## src/include/fpu_settings.svh

```systemverilog
// fpu unit latency, tag width, float field sizes and constant bit patterns
`ifndef FPU_SETTINGS_SVH
`define FPU_SETTINGS_SVH

// cycles from request to result, also the two register ranks of fmul
`define FPU_LATENCY 2

// request tag carried through to the response
`define FPU_TAG_W 4

// single precision field widths
`define FPU_EXP_W 8
`define FPU_MAN_W 23
`define FPU_OP_W 4

// 1.0 as returned by a true compare
`define FPU_ONE 32'h3F80_0000

`endif

```

## src/fpu_pkg.sv

```systemverilog
// fpu_pkg: float, opcode, request, metadata and response types
`include "fpu_settings.svh"
`default_nettype none

package fpu_pkg;

    // sign, biased exponent, mantissa without the hidden one
    typedef struct packed {
        logic                  sign;
        logic [`FPU_EXP_W-1:0] exp;
        logic [`FPU_MAN_W-1:0] man;
    } float_t;

    typedef enum logic [`FPU_OP_W-1:0] {
        op_fmul   = 4'h0,
        op_fsgnj  = 4'h1,
        op_fsgnjn = 4'h2,
        op_fsgnjx = 4'h3,
        op_fmin   = 4'h4,
        op_fmax   = 4'h5,
        op_feq    = 4'h6,
        op_flt    = 4'h7,
        op_fle    = 4'h8
    } fpu_op_e;

    // one request per cycle while in_valid is high
    typedef struct packed {
        fpu_op_e               op;
        logic [`FPU_TAG_W-1:0] tag;
        float_t                x1;
        float_t                x2;
    } fpu_req_t;

    // travels beside the multiplier to pick the result at the end
    typedef struct packed {
        fpu_op_e               op;
        logic [`FPU_TAG_W-1:0] tag;
    } fpu_meta_t;

    typedef struct packed {
        logic [`FPU_TAG_W-1:0] tag;
        float_t                y;
        logic                  ovf;
    } fpu_resp_t;

endpackage

`default_nettype wire

```

## src/delay_pipe.sv

```systemverilog
// delay_pipe: fixed-depth register pipeline for any payload type plus valid
`timescale 1ns/1ps
`default_nettype none

module delay_pipe #(
    parameter type T     = logic,
    parameter int  DEPTH = 2
) (
    input  logic clk,
    input  logic rstn,
    input  logic in_valid,
    input  T     din,
    output logic out_valid,
    output T     dout
);

    T                 data_q [DEPTH];
    logic [DEPTH-1:0] valid_q;

    // only the valid bits need a known state after reset
    always_ff @(posedge clk) begin
        if (!rstn) begin
            valid_q <= '0;
        end else begin
            valid_q[0] <= in_valid;
            for (int i = 1; i < DEPTH; i++) begin
                valid_q[i] <= valid_q[i-1];
            end
        end
    end

    always_ff @(posedge clk) begin
        data_q[0] <= din;
        for (int i = 1; i < DEPTH; i++) begin
            data_q[i] <= data_q[i-1];
        end
    end

    assign out_valid = valid_q[DEPTH-1];
    assign dout      = data_q[DEPTH-1];

endmodule

`default_nettype wire

```

## src/fmul.sv

```systemverilog
// fmul: truncating single-precision multiplier with saturation and overflow flag
`timescale 1ns/1ps
`default_nettype none

module fmul (
    input  logic        clk,
    input  logic        rstn,
    input  logic [31:0] x1,
    input  logic [31:0] x2,
    output logic [31:0] y,
    output logic        ovf
);
    import fpu_pkg::*;

    // rank 1, partial products with raw signs and exponents
    typedef struct packed {
        logic [25:0] hh;
        logic [23:0] hl;
        logic [23:0] lh;
        logic        s1;
        logic        s2;
        logic [7:0]  e1;
        logic [7:0]  e2;
    } st1_t;

    // rank 2, normalised mantissa and exponent before the shift
    typedef struct packed {
        logic        sign;
        logic [22:0] man;
        logic [9:0]  exp0;
        logic [1:0]  shift;
        logic        zero;
    } st2_t;

    float_t      a;
    float_t      b;
    logic [12:0] hi1;
    logic [12:0] hi2;
    logic [10:0] lo1;
    logic [10:0] lo2;
    st1_t        st1_d;
    st1_t        st1_q;
    st2_t        st2_d;
    st2_t        st2_q;
    logic [26:0] mmul;
    logic [9:0]  exp_sum;
    logic        over;
    logic        under;
    float_t      res;

    // stage 0: split 24-bit mantissas into 13 high and 11 low bits
    assign a   = x1;
    assign b   = x2;
    assign hi1 = {1'b1, a.man[22:11]};
    assign lo1 = a.man[10:0];
    assign hi2 = {1'b1, b.man[22:11]};
    assign lo2 = b.man[10:0];

    // low x low is dropped, the +2 below stands in for it
    always_comb begin
        st1_d.hh = hi1 * hi2;
        st1_d.hl = hi1 * lo2;
        st1_d.lh = lo1 * hi2;
        st1_d.s1 = a.sign;
        st1_d.s2 = b.sign;
        st1_d.e1 = a.exp;
        st1_d.e2 = b.exp;
    end

    // stage 1: 1.0 sits at bit 24 of the sum
    assign mmul = {1'b0, st1_q.hh}
                + {14'd0, st1_q.hl[23:11]}
                + {14'd0, st1_q.lh[23:11]}
                + 27'd2;

    always_comb begin
        st2_d.sign = st1_q.s1 ^ st1_q.s2;
        // offset by 256 so bits 9 and 8 show over and underflow
        st2_d.exp0 = {2'b00, st1_q.e1} + {2'b00, st1_q.e2} + 10'd129;
        st2_d.zero = (st1_q.e1 == 8'd0) || (st1_q.e2 == 8'd0);
        if (mmul[26]) begin
            st2_d.shift = 2'd2;
            st2_d.man   = mmul[25:3];
        end else if (mmul[25]) begin
            st2_d.shift = 2'd1;
            st2_d.man   = mmul[24:2];
        end else begin
            st2_d.shift = 2'd0;
            st2_d.man   = mmul[23:1];
        end
    end

    // stage 2: biased exponent is exp_sum - 256
    assign exp_sum = st2_q.exp0 + {8'd0, st2_q.shift};
    assign over    = exp_sum >= 10'd511;
    assign under   = exp_sum <= 10'd256;

    always_comb begin
        res.sign = st2_q.sign;
        if (st2_q.zero || under) begin
            res.exp = 8'd0;
            res.man = '0;
        end else if (over) begin
            res.exp = 8'hff;
            res.man = '0;
        end else begin
            res.exp = exp_sum[7:0];
            res.man = st2_q.man;
        end
    end

    assign y   = res;
    assign ovf = over && !st2_q.zero;

    always_ff @(posedge clk) begin
        if (!rstn) begin
            st1_q <= '0;
            st2_q <= '0;
        end else begin
            st1_q <= st1_d;
            st2_q <= st2_d;
        end
    end

endmodule

`default_nettype wire

```

## src/fpu_simple.sv

```systemverilog
// fpu_simple: sign injection, min/max and compares on sign-magnitude floats
`timescale 1ns/1ps
`include "fpu_settings.svh"
`default_nettype none

module fpu_simple (
    input  fpu_pkg::fpu_op_e op,
    input  fpu_pkg::float_t  x1,
    input  fpu_pkg::float_t  x2,
    output fpu_pkg::float_t  y
);
    import fpu_pkg::*;

    logic lt_12;
    logic lt_21;
    logic eq_12;

    // exponent 0 counts as zero whatever the mantissa
    function automatic logic [30:0] magnitude(float_t a);
        return (a.exp == '0) ? 31'd0 : {a.exp, a.man};
    endfunction

    // zeros are always positive, so +0 and -0 match
    function automatic logic eff_sign(float_t a);
        return (a.exp != '0) && a.sign;
    endfunction

    function automatic logic is_equal(float_t a, float_t b);
        return (eff_sign(a) == eff_sign(b)) && (magnitude(a) == magnitude(b));
    endfunction

    function automatic logic is_less(float_t a, float_t b);
        logic        sa;
        logic        sb;
        logic [30:0] ma;
        logic [30:0] mb;
        sa = eff_sign(a);
        sb = eff_sign(b);
        ma = magnitude(a);
        mb = magnitude(b);
        if (sa != sb) begin
            return sa;
        end
        // larger magnitude is smaller among negatives
        if (sa) begin
            return ma > mb;
        end
        return ma < mb;
    endfunction

    assign lt_12 = is_less(x1, x2);
    assign lt_21 = is_less(x2, x1);
    assign eq_12 = is_equal(x1, x2);

    always_comb begin
        case (op)
            op_fsgnj: begin
                y = {x2.sign, x1.exp, x1.man};
            end
            op_fsgnjn: begin
                y = {~x2.sign, x1.exp, x1.man};
            end
            op_fsgnjx: begin
                y = {x1.sign ^ x2.sign, x1.exp, x1.man};
            end
            // ties keep x1
            op_fmin: begin
                y = lt_21 ? x2 : x1;
            end
            op_fmax: begin
                y = lt_12 ? x2 : x1;
            end
            op_feq: begin
                y = eq_12 ? `FPU_ONE : '0;
            end
            op_flt: begin
                y = lt_12 ? `FPU_ONE : '0;
            end
            op_fle: begin
                y = (lt_12 || eq_12) ? `FPU_ONE : '0;
            end
            // fmul result comes from the multiplier
            default: begin
                y = '0;
            end
        endcase
    end

endmodule

`default_nettype wire

```

## src/fpu_top.sv

```systemverilog
// fpu_top: request decode, fmul and fpu_simple, latency alignment, result select
`timescale 1ns/1ps
`include "fpu_settings.svh"
`default_nettype none

module fpu_top (
    input  logic               clk,
    input  logic               rstn,
    input  logic               in_valid,
    input  fpu_pkg::fpu_req_t  req,
    output logic               out_valid,
    output fpu_pkg::fpu_resp_t resp
);
    import fpu_pkg::*;

    logic [31:0] mul_y;
    logic        mul_ovf;
    float_t      simple_y;
    fpu_meta_t   meta_in;
    fpu_meta_t   meta_out;
    fpu_resp_t   res_in;
    fpu_resp_t   res_out;

    // multiplier runs every cycle, its output is only used for op_fmul
    fmul mul0 (
        .clk  (clk),
        .rstn (rstn),
        .x1   (32'(req.x1)),
        .x2   (32'(req.x2)),
        .y    (mul_y),
        .ovf  (mul_ovf)
    );

    fpu_simple simple0 (
        .op (req.op),
        .x1 (req.x1),
        .x2 (req.x2),
        .y  (simple_y)
    );

    assign meta_in = '{op: req.op, tag: req.tag};
    assign res_in  = '{tag: req.tag, y: simple_y, ovf: 1'b0};

    delay_pipe #(
        .T     (fpu_meta_t),
        .DEPTH (`FPU_LATENCY)
    ) meta_pipe (
        .clk       (clk),
        .rstn      (rstn),
        .in_valid  (in_valid),
        .din       (meta_in),
        .out_valid (out_valid),
        .dout      (meta_out)
    );

    // same valid as meta_pipe, so its own valid is left open
    delay_pipe #(
        .T     (fpu_resp_t),
        .DEPTH (`FPU_LATENCY)
    ) res_pipe (
        .clk       (clk),
        .rstn      (rstn),
        .in_valid  (in_valid),
        .din       (res_in),
        .out_valid (),
        .dout      (res_out)
    );

    always_comb begin
        resp.tag = meta_out.tag;
        if (meta_out.op == op_fmul) begin
            resp.y   = float_t'(mul_y);
            resp.ovf = mul_ovf;
        end else begin
            resp.y   = res_out.y;
            resp.ovf = res_out.ovf;
        end
    end

endmodule

`default_nettype wire

```

## config.mk

```make
export PLATFORM = sky130hd
export DESIGN_NAME = fpu_top
export DESIGN_NICKNAME = d
export VERILOG_FILES = /design/src/fpu_pkg.sv /design/src/delay_pipe.sv /design/src/fmul.sv /design/src/fpu_simple.sv /design/src/fpu_top.sv
export VERILOG_INCLUDE_DIRS = /design/src /design/src/include
export SDC_FILE = /design/constraint.sdc
export NUM_CORES = 1
export LEC_CHECK = 0
export ABC_CLOCK_PERIOD_IN_PS = 6260
export BUFFER_PORTS_ARGS = -buffer_cell sky130_fd_sc_hd__buf_2
export CAP_MARGIN = 0
export CORE_MARGIN = 2
export CORE_UTILIZATION = 30
export CTS_CLUSTER_DIAMETER = 80
export DETAILED_ROUTE_END_ITERATION = 12
export HOLD_SLACK_MARGIN = 0.02
export PLACE_DENSITY = 0.52
export SLEW_MARGIN = 40
export SYNTH_ARGS = -nofsm -noshare
export SYNTH_HDL_FRONTEND = slang
export SYNTH_HIERARCHICAL = 1
export SYNTH_SLANG_ARGS = --single-unit
```

## constraint.sdc

```tcl
create_clock -name clk -period 6.26 [get_ports clk]
set_input_delay 0.626 -clock clk [delete_from_list [all_inputs] [get_ports clk]]
set_output_delay 0.626 -clock clk [all_outputs]
set_load 0.05 [all_outputs]
```

# After elaboration in Yosys (flattened, before gate mapping)
# Memories as Yosys holds them, arrays and structs flattened.
# Index checks and enable logic that the tools add are counted.
# word_totals
register_bits,131
latchBits,0
ram_bits,90
mem_bits_ro,0
inputBits,75
output_inout_bits,38
elab_cells,92
mem_count,2
# op_classes
add_sub_neg,6
mul,3
div_mod_pow,0
magnitude_cmp,6
eq_ne,12
n_shift,0
n_mux,29
bitwise_logic,4
reduce_logical,16
# mem_list
name,words,width,rd,rd_clocked_by_memory_dff,wr,line,text
res_pipe.data_q,2,37,2,0,2,delay_pipe.sv:17,T data_q [DEPTH];
meta_pipe.data_q,2,8,2,0,2,delay_pipe.sv:17,
# op_table
operator,n
32-bit case mux with 8 select lines,1
31-bit 2-to-1 mux,4
30-bit 2-to-1 mux,3
32-bit 2-to-1 mux,2
31-bit greater-than comparator,2
31-bit < comparator,2
23-bit 2-to-1 mux,2
33-bit 2-to-1 mux,1
8-bit zero test,4
31-bit == test,1
26-bit by 13-bit adder with 27-bit output,1
27-bit by 13-bit adder with 27-bit output,1
"27-bit by 2-bit adder with 27-bit output, second input constant",1
13-bit by 13-bit multiplier with 26-bit output,1
11-bit by 13-bit multiplier with 24-bit output,1
13-bit by 11-bit multiplier with 24-bit output,1
"4-bit by 3-bit == test with 1-bit output, second input constant",4
8-bit nonzero test,2
1-bit 2-to-1 mux,15
10-bit by 2-bit adder with 10-bit output,1
"10-bit by 8-bit adder with 10-bit output, second input constant",1
"10-bit by 9-bit greater-or-equal comparator with 1-bit output, second input constant",1
"10-bit by 9-bit <= comparator with 1-bit output, second input constant",1
8-bit by 8-bit adder with 9-bit output,1
13 further kinds,22

# Longest topological paths before layout
# Gate-level depths: netlist of run 1.
# depth
depth_word,10
ltp_mapped,21
ltp_nobuf,20

# Hierarchy
# Netlist of run 1, hierarchy kept.
# by_module_without_submodules
module,instances,cells_per_inst,area_each_um2
fmul,1,2152,19020.7
delay_pipe at res_pipe,1,115,1811.7
fpu_simple,1,240,1747.9
delay_pipe at meta_pipe,1,28,432.9
fpu_top,1,38,430.4

# Least setup slack after synthesis of run 1
# OpenSTA, ideal clock, no wires.
# synth_timing
path_kind,input port to flip-flop
from,input port req[50] in the netlist's numbering
to,register mul0/st1_q[91] in the netlist's numbering
t_arrival_ns,5.497
t_required_ns,6.126
path_slack_ns,0.629
stages,19
n_path_buf,1
cell_sequence,clkbuf_1 and2_1 fa_1 inv_1 fa_1 inv_1 fa_1 fa_1 inv_1 fa_1 inv_1 ha_1 or2_2 a21boi_0 a41oi_1 o21ai_1 nand3_1 a21oi_1 or4_1
# synth_via
elab_chain_cells,1
# synth_rtl
element,line,text
from (decl),fpu_top.sv:10,"input fpu_pkg::fpu_req_t req,"
13-bit by 13-bit multiplier with 26-bit output,fmul.sv:61,st1_d.hh = hi1 * hi2;
to (signal assigned),fmul.sv:120,st1_q <= st1_d;
to (decl),fmul.sv:42,st1_t st1_q;
# Every way passes these cells.
# A chain may end at the register's enable or synchronous reset.

# Worst setup path in the final report of run 1
# layout_timing
from,input port req[48] in the netlist's numbering
to,register mul0/st1_q[64] in the netlist's numbering
# layout_via
elab_chain_cells,1
# layout_rtl
element,line,text
13-bit by 11-bit multiplier with 24-bit output,fmul.sv:62,st1_d.hl = hi1 * lo2;
# Every way passes these cells.

==> results of run 1 <==
cells in the final DEF, fill, tap and decap left out, types with 8 or more instances in the layout:
| master | count |
|---|---|
| xor2_1 | 26 |
| nor3b_1 | 8 |
| a31oi_1 | 12 |
| ha_1 | 250 |
| o21ai_0 | 48 |
| fa_1 | 330 |
| clkbuf_16 | 17 |
| buf_2 | 112 |
| a21oi_1 | 70 |
| nand4_1 | 11 |
| and3_1 | 17 |
| nor3_1 | 15 |
| inv_1 | 450 |
| mux2_2 | 32 |
| nand2b_1 | 10 |
| o21a_1 | 8 |
| a21o_1 | 25 |
| mux2i_1 | 20 |
| a22o_1 | 24 |
| nor4_1 | 8 |
| xnor2_1 | 46 |
| a211oi_1 | 13 |
| nand3_1 | 24 |
| buf_4 | 68 |
| nor2_1 | 103 |
| and2_1 | 258 |
| dfxtp_1 | 191 |
| o211ai_1 | 8 |
| nand2_1 | 272 |
how the worst min path moves through the flow:
stage | startpoint | endpoint | slack [ns] | cells past startpoint
3_5_place_dp | res_pipe/data_q[0][14]$_DFF_P_ | res_pipe/data_q[0][51]$_DFF_P_ | 0.31 | 0
4_1_cts | req[65] | meta_pipe/data_q[0][1]$_DFF_P_ | 0.22 | 1
6_report | req[65] | meta_pipe/data_q[0][1]$_DFF_P_ | 0.25 | 1
3_3_place_gp | meta_pipe/data_q[0][6]$_DFF_P_ | meta_pipe/data_q[0][14]$_DFF_P_ | 0.31 | 0
5_1_grt | req[67] | meta_pipe/data_q[0][3]$_DFF_P_ | 0.23 | 1
2_1_floorplan | meta_pipe/data_q[0][2]$_DFF_P_ | meta_pipe/data_q[0][10]$_DFF_P_ | 0.31 | 0
per-layer routing:
| layer | up-vias | share of wire | GRT usage |
|---|---|---|---|
| met1 | 8369 | 0.47 | 0.235 |
| met4 | 0 | 0.016 | 0.0382 |
| met2 | 377 | 0.45 | 0.265 |
| met5 | - | 0 | 0 |
| met3 | 49 | 0.062 | 0.0333 |
| li1 | 8103 | - | - |
through the flow:
step | hold WS (ns) | instances
detailed placement | 0.312 | 3620
global placement | 0.310 | 3619
CTS | 0.218 | 3652
floorplan | 0.310 | 2557
finish | 0.255 | 3655
global route | 0.232 | 3652
sequential cells by signal, indices dropped and copies added (netlist names):
signal	flops
mul0/y	1
mul0/st2_q	36
mul0/st1_q	70
res_pipe/data_q	66
meta_pipe/valid_q	2
meta_pipe/data_q	16
critical path: cells and delay by family:
kind | cells | cell delay, ns
AOI/OAI and AO/OA | 7 | 1.63
muxes | 1 | 0.17
adders and majority gates | 6 | 2.81
buffers and inverters | 4 | 0.68
and+or+nand+nor | 1 | 0.16
report_power, final:
| part | switching [W] | internal (W) | total, W | leakage, nW |
|---|---|---|---|---|
| Combinational | 0.00464 | 0.00343 | 0.00808 | 10.7 |
| Sequential | 0.000153 | 0.00151 | 0.00166 | 1.59 |
| Clock | 0.000614 | 0.000554 | 0.00117 | 0.304 |
| Total | 0.00541 | 0.00550 | 0.0109 | 12.6 |
final cells by class:
type,instances,area [µm²]
antenna,3,7.51
clock buffer,17,425
clock inverter,15,199
fill,8000,50700
inverter,452,1700
multi-input combinational,1762,16900
sequential,191,3820
tap,1030,1290
timing repair buffer,185,1170
==> impl_metrics.py, run 1 <==
metrics = {
    "sta": {
        "maxSlewViolCount": 0,
        "setup_viol": 0,
        "fin_skew_ns": 0.0307,
        "worst_pin_slew_ns": 0.705,
        "rsz0062_at_grt": "false",
        "finalSetupTns_ns": 0,
        "hold_viol": 0,
        "min_period_ns": 5.70,
        "max_freq_ghz": 0.175,
        "worst_slack_ns": 0.561,
        "max-slew-margin-rel": 0.525,
        "period_share": 0.910,
    },
    "pwr": {
        "cellLeakagePower_nw": 12.6,
        "irDropWorstVdd_v": 0.000249,
        "finalPower_w": 0.0109,
        "power_density_nw_per_um2": 428,
    },
    "setup_path": {
        "crit_fanout": 24,
        "rr_endpoint": "mul0/st2_q[22]$_SDFF_PN0_",
        "reg2reg_depth": 11,
        "r2r_slack_ns": 2.62,
        "cp-end-kind": "flop",
        "critical_path_class": "in -> reg",
        "cp.arrival_ns": 6.11,
        "timing.critical_path.required_ns": 6.67,
        "cpMaxStageDelayCell": "fa_1",
        "path_common_cell": "fa_1",
        "crit_chain": "buf_2 > nand2_1 > fa_1 > fa_1 > inv_1 > fa_1 > fa_1 > inv_1 > fa_1 > inv_1 > ha_1 > a21o_1 > a211oi_1 > o22ai_1 > o21ai_1 > o21ai_1 > a31oi_1 > o21ba_2 > mux2i_1",
        "reg2reg_from": "mul0/st1_q[59]$_SDFF_PN0_",
        "crit_path_start": "req[48]",
        "cp-endpoint": "mul0/st1_q[64]$_SDFF_PN0_",
        "crit_path_max_incr_delay_ns": 0.55,
        "setup.worst_path.start_class": "input pin",
    },
    "clocking": {
        "cts_resized": 0,
        "cts.clk_slew.worst_paths_ns": 0.08,
        "ctsRootBufferMaster": "clkbuf_16",
        "numCtsBuffers": 17,
        "post_cts_buffers": 0,
        "clk_latency_ns": 0.50,
        "cts.htree.levels": 4,
        "cts_max_path_buffers": 2,
        "cts_hold_buf": 0,
        "cts_tree": "built",
        "clock_sinks": 191,
    },
    "routing": {
        "vias": 16900,
        "avgViaCountPerCell": 4.62,
        "wl_per_cell_um": 17.9,
        "drc_errors": 0,
        "antenna_left": 0,
        "dr.pass1.iters": 5,
        "drt_iter0_drc": 950,
        "routed_wl_mm": 65.6,
    },
    "place": {
        "placed_area_um2": 24900,
        "portBuffers": 112,
        "dp_slack_ns": 0.0900,
        "dp_hpwl_mm": 53.1,
        "gp_congestion": 0.867,
    },
    "final_layout": {
        "post-route-util": 0.335,
        "nets": 3264,
        "drive_gt1_frac": 0.109,
        "area_growth_pct": 9.93,
        "design_area_um2": 25500,
    },
    "synthesis": {
        "postSynthNetCount": 3212,
        "syn_area_per_cell_um2": 9.07,
        "synthCells": 2557,
        "yosysWarnings": 6,
        "syn_area_um2": 23200,
    },
    "grt": {
        "grt_first_pass_wirelength_mm": 100,
        "grt_use_total": 0.168,
        "grt_max_degree": 62,
        "antenna_found_initial": 3,
        "grt_overflow": 0,
        "grt_pass1_vias": 17000,
    },
    "floorplan": {
        "die_area_um2": 79600,
        "rows": 101,
        "die_h_um": 282,
        "core_area_um2": 76200,
        "ios": 113,
        "dieWidth_um": 282,
        "initial_core_util": 0.304,
    },
    "hold_path": {
        "hold_path.class": "in -> reg",
    },
    "flow_run": {
        "drv_cap": 0,
    },
    "outcome": {
        "outcome": "finished, final reports clean",
    },
}
No activity file was read; power rests on OpenSTA's default activity.
==> run 2, diff against run 1 <==
ABC_AREA = 1   (was not set)
BUFFER_PORTS_ARGS = -buffer_cell sky130_fd_sc_hd__buf_4   (was -buffer_cell sky130_fd_sc_hd__buf_2)
==> impl_metrics.py, run 2 <==
metrics = {
    "setup_path": {
        "setup.worst_path.start_class": "input pin",
        "cp-end-kind": "flop",
        "cp.arrival_ns": 5.45,
        "crit_fanout": 27,
        "rr_endpoint": "mul0/st2_q[16]$_SDFF_PN0_",
        "r2r_slack_ns": 3.33,
        "reg2reg_depth": 12,
        "timing.critical_path.required_ns": 6.63,
        "reg2reg_from": "mul0/st1_q[62]$_SDFF_PN0_",
        "critical_path_class": "in -> reg",
    },
    "final_layout": {
        "largest_registers": "mul0/st1_q (70), res_pipe/data_q (66), mul0/st2_q (36)",
        "design_area_um2": 28900,
        "nets": 4452,
        "layout_common_cells": "1033 x nand2_1, 895 x inv_1, 330 x fa_1, 320 x nand3_1, 250 x ha_1",
        "antenna-diode-count": 0,
        "drive_gt1_frac": 0.0646,
        "area_growth_pct": 7.44,
        "largest_reg_flops": 70,
        "num-fill-cells": 9726,
        "final_common_cell": "nand2_1",
        "largest_register": "mul0/st1_q",
        "post-route-util": 0.326,
    },
    "pwr": {
        "switching_share": 0.569,
        "combinationalPowerShare": 0.770,
        "p_int_w": 0.00532,
        "seqPwrFrac": 0.140,
        "cellLeakagePower_nw": 16.6,
        "irDropWorstVdd_v": 0.000253,
        "finalPower_w": 0.0124,
        "clkPwrFrac": 0.090,
        "power_density_nw_per_um2": 428,
        "p_switching_w": 0.00704,
    },
    "synthesis": {
        "syn_area_um2": 26900,
        "postSynthNetCount": 4488,
        "syn_area_per_cell_um2": 7.01,
        "synthCells": 3833,
        "yosysWarnings": 6,
    },
    "outcome": {
        "outcome": "finished, final reports clean",
    },
    "grt": {
        "grt_first_pass_wirelength_mm": 127,
        "antenna_found_initial": 2,
        "grt_max_degree": 57,
        "grt_overflow": 0,
        "grt_use_total": 0.176,
        "grt_pass1_vias": 22600,
    },
    "sta": {
        "fin_skew_ns": 0.0311,
        "whs_ns": 0.235,
        "period_share": 0.812,
        "rsz0062_at_grt": "false",
        "max-slew-margin-rel": 0.467,
        "setup_viol": 0,
        "max_freq_ghz": 0.197,
        "worst_pin_slew_ns": 0.798,
        "finalSetupTns_ns": 0,
        "min_period_ns": 5.08,
        "maxSlewViolCount": 0,
        "hold_viol": 0,
    },
    "clocking": {
        "cts_resized": 0,
        "cts.htree.levels": 4,
        "numCtsBuffers": 17,
        "cts_max_path_buffers": 2,
        "ctsRootBufferMaster": "clkbuf_16",
        "cts.clk_slew.worst_paths_ns": 0.08,
        "clock_sinks": 191,
        "clk_latency_ns": 0.49,
        "cts_tree": "built",
        "cts_hold_buf": 0,
        "post_cts_buffers": 0,
    },
    "floorplan": {
        "dieWidth_um": 303,
        "die_area_um2": 92000,
        "core_area_um2": 88600,
        "initial_core_util": 0.303,
        "ios": 113,
        "die_h_um": 303,
        "rows": 109,
    },
    "routing": {
        "wl_per_cell_um": 16.0,
        "antenna_left": 0,
        "drt_iter0_drc": 1414,
        "routed_wl_mm": 79.6,
        "dr.pass1.iters": 5,
        "avgViaCountPerCell": 4.56,
        "vias": 22700,
        "drc_errors": 0,
    },
    "flow_run": {
        "drv_cap": 0,
    },
    "hold_path": {
        "holdCritStartpoint": "req[65]",
        "hold_path.class": "in -> reg",
        "hold_path_end": "meta_pipe/data_q[0][1]$_DFF_P_",
        "worstHoldPathCells": 1,
    },
    "place": {
        "portBuffers": 112,
        "gp_congestion": 0.904,
        "dp_hpwl_mm": 62.0,
        "placed_area_um2": 28300,
    },
}
-- run 2: stage by stage --
stage | setup slack [ns] | cells
after floorplan | 1.32 | 3833
after global placement | 0.734 | 4940
after detailed placement | 0.724 | 4942
after CTS | 1.25 | 4973
after global routing | 0.780 | 4974
final | 1.18 | 4974
-- run 2: cell type report --
cell class | instances | area, µm² | area share
flip-flops and latches | 191 | 3820 | 0.132
well taps | 1165 | 1460 | 0.0505
clock buffers | 21 | 480 | 0.0166
clock inverters | 10 | 105 | 0.00364
multi-input cells | 2554 | 18600 | 0.645
repair buffers | 127 | 988 | 0.0342
inverters | 906 | 3400 | 0.118
-- run 2: worst max path at each step --
stage            start                   endpoint  slack (ns)  cells after the start
4_1_cts        req[53]  mul0/st1_q[87]$_SDFF_PN0_        1.25                     23
3_3_place_gp   req[53]  mul0/st1_q[91]$_SDFF_PN0_        0.73                     23
3_5_place_dp   req[53]  mul0/st1_q[87]$_SDFF_PN0_        0.72                     23
6_report       req[49]  mul0/st1_q[82]$_SDFF_PN0_        1.18                     21
2_1_floorplan  req[14]  mul0/st1_q[86]$_SDFF_PN0_        1.32                     20
5_1_grt        req[53]  mul0/st1_q[90]$_SDFF_PN0_        0.78                     22
-- run 2: power by group through the flow --
stage / clock [W] / sequential (W) / combinational, W
floorplan: 0 / 0.00163 / 0.00699
global placement: 0 / 0.00176 / 0.00948
detailed placement: 0 / 0.00176 / 0.00944
CTS: 0.00115 / 0.00173 / 0.00952
global route: 0.00120 / 0.00175 / 0.0110
finish: 0.00111 / 0.00173 / 0.00952
-- run 2: worst max-delay path: stages --
cell	delay (ns)
buf_4	0.26
nand2_1	0.12
inv_1	0.06
fa_1	0.53
inv_1	0.06
fa_1	0.54
inv_1	0.06
fa_1	0.47
fa_1	0.49
inv_1	0.05
fa_1	0.53
inv_1	0.05
ha_1	0.34
nand2_1	0.12
nor3_1	0.27
nor2_1	0.12
o21ai_1	0.27
nand2_1	0.08
nand2_1	0.10
nor2_1	0.04
nor2_1	0.21
-- run 2: metal layers --
metal,up-vias,global-route usage,share of wire
li1,11300,-,-
met1,10700,0.253,0.49
met2,546,0.281,0.44
met3,80,0.0235,0.051
met4,0,0.0424,0.021
met5,-,0,0
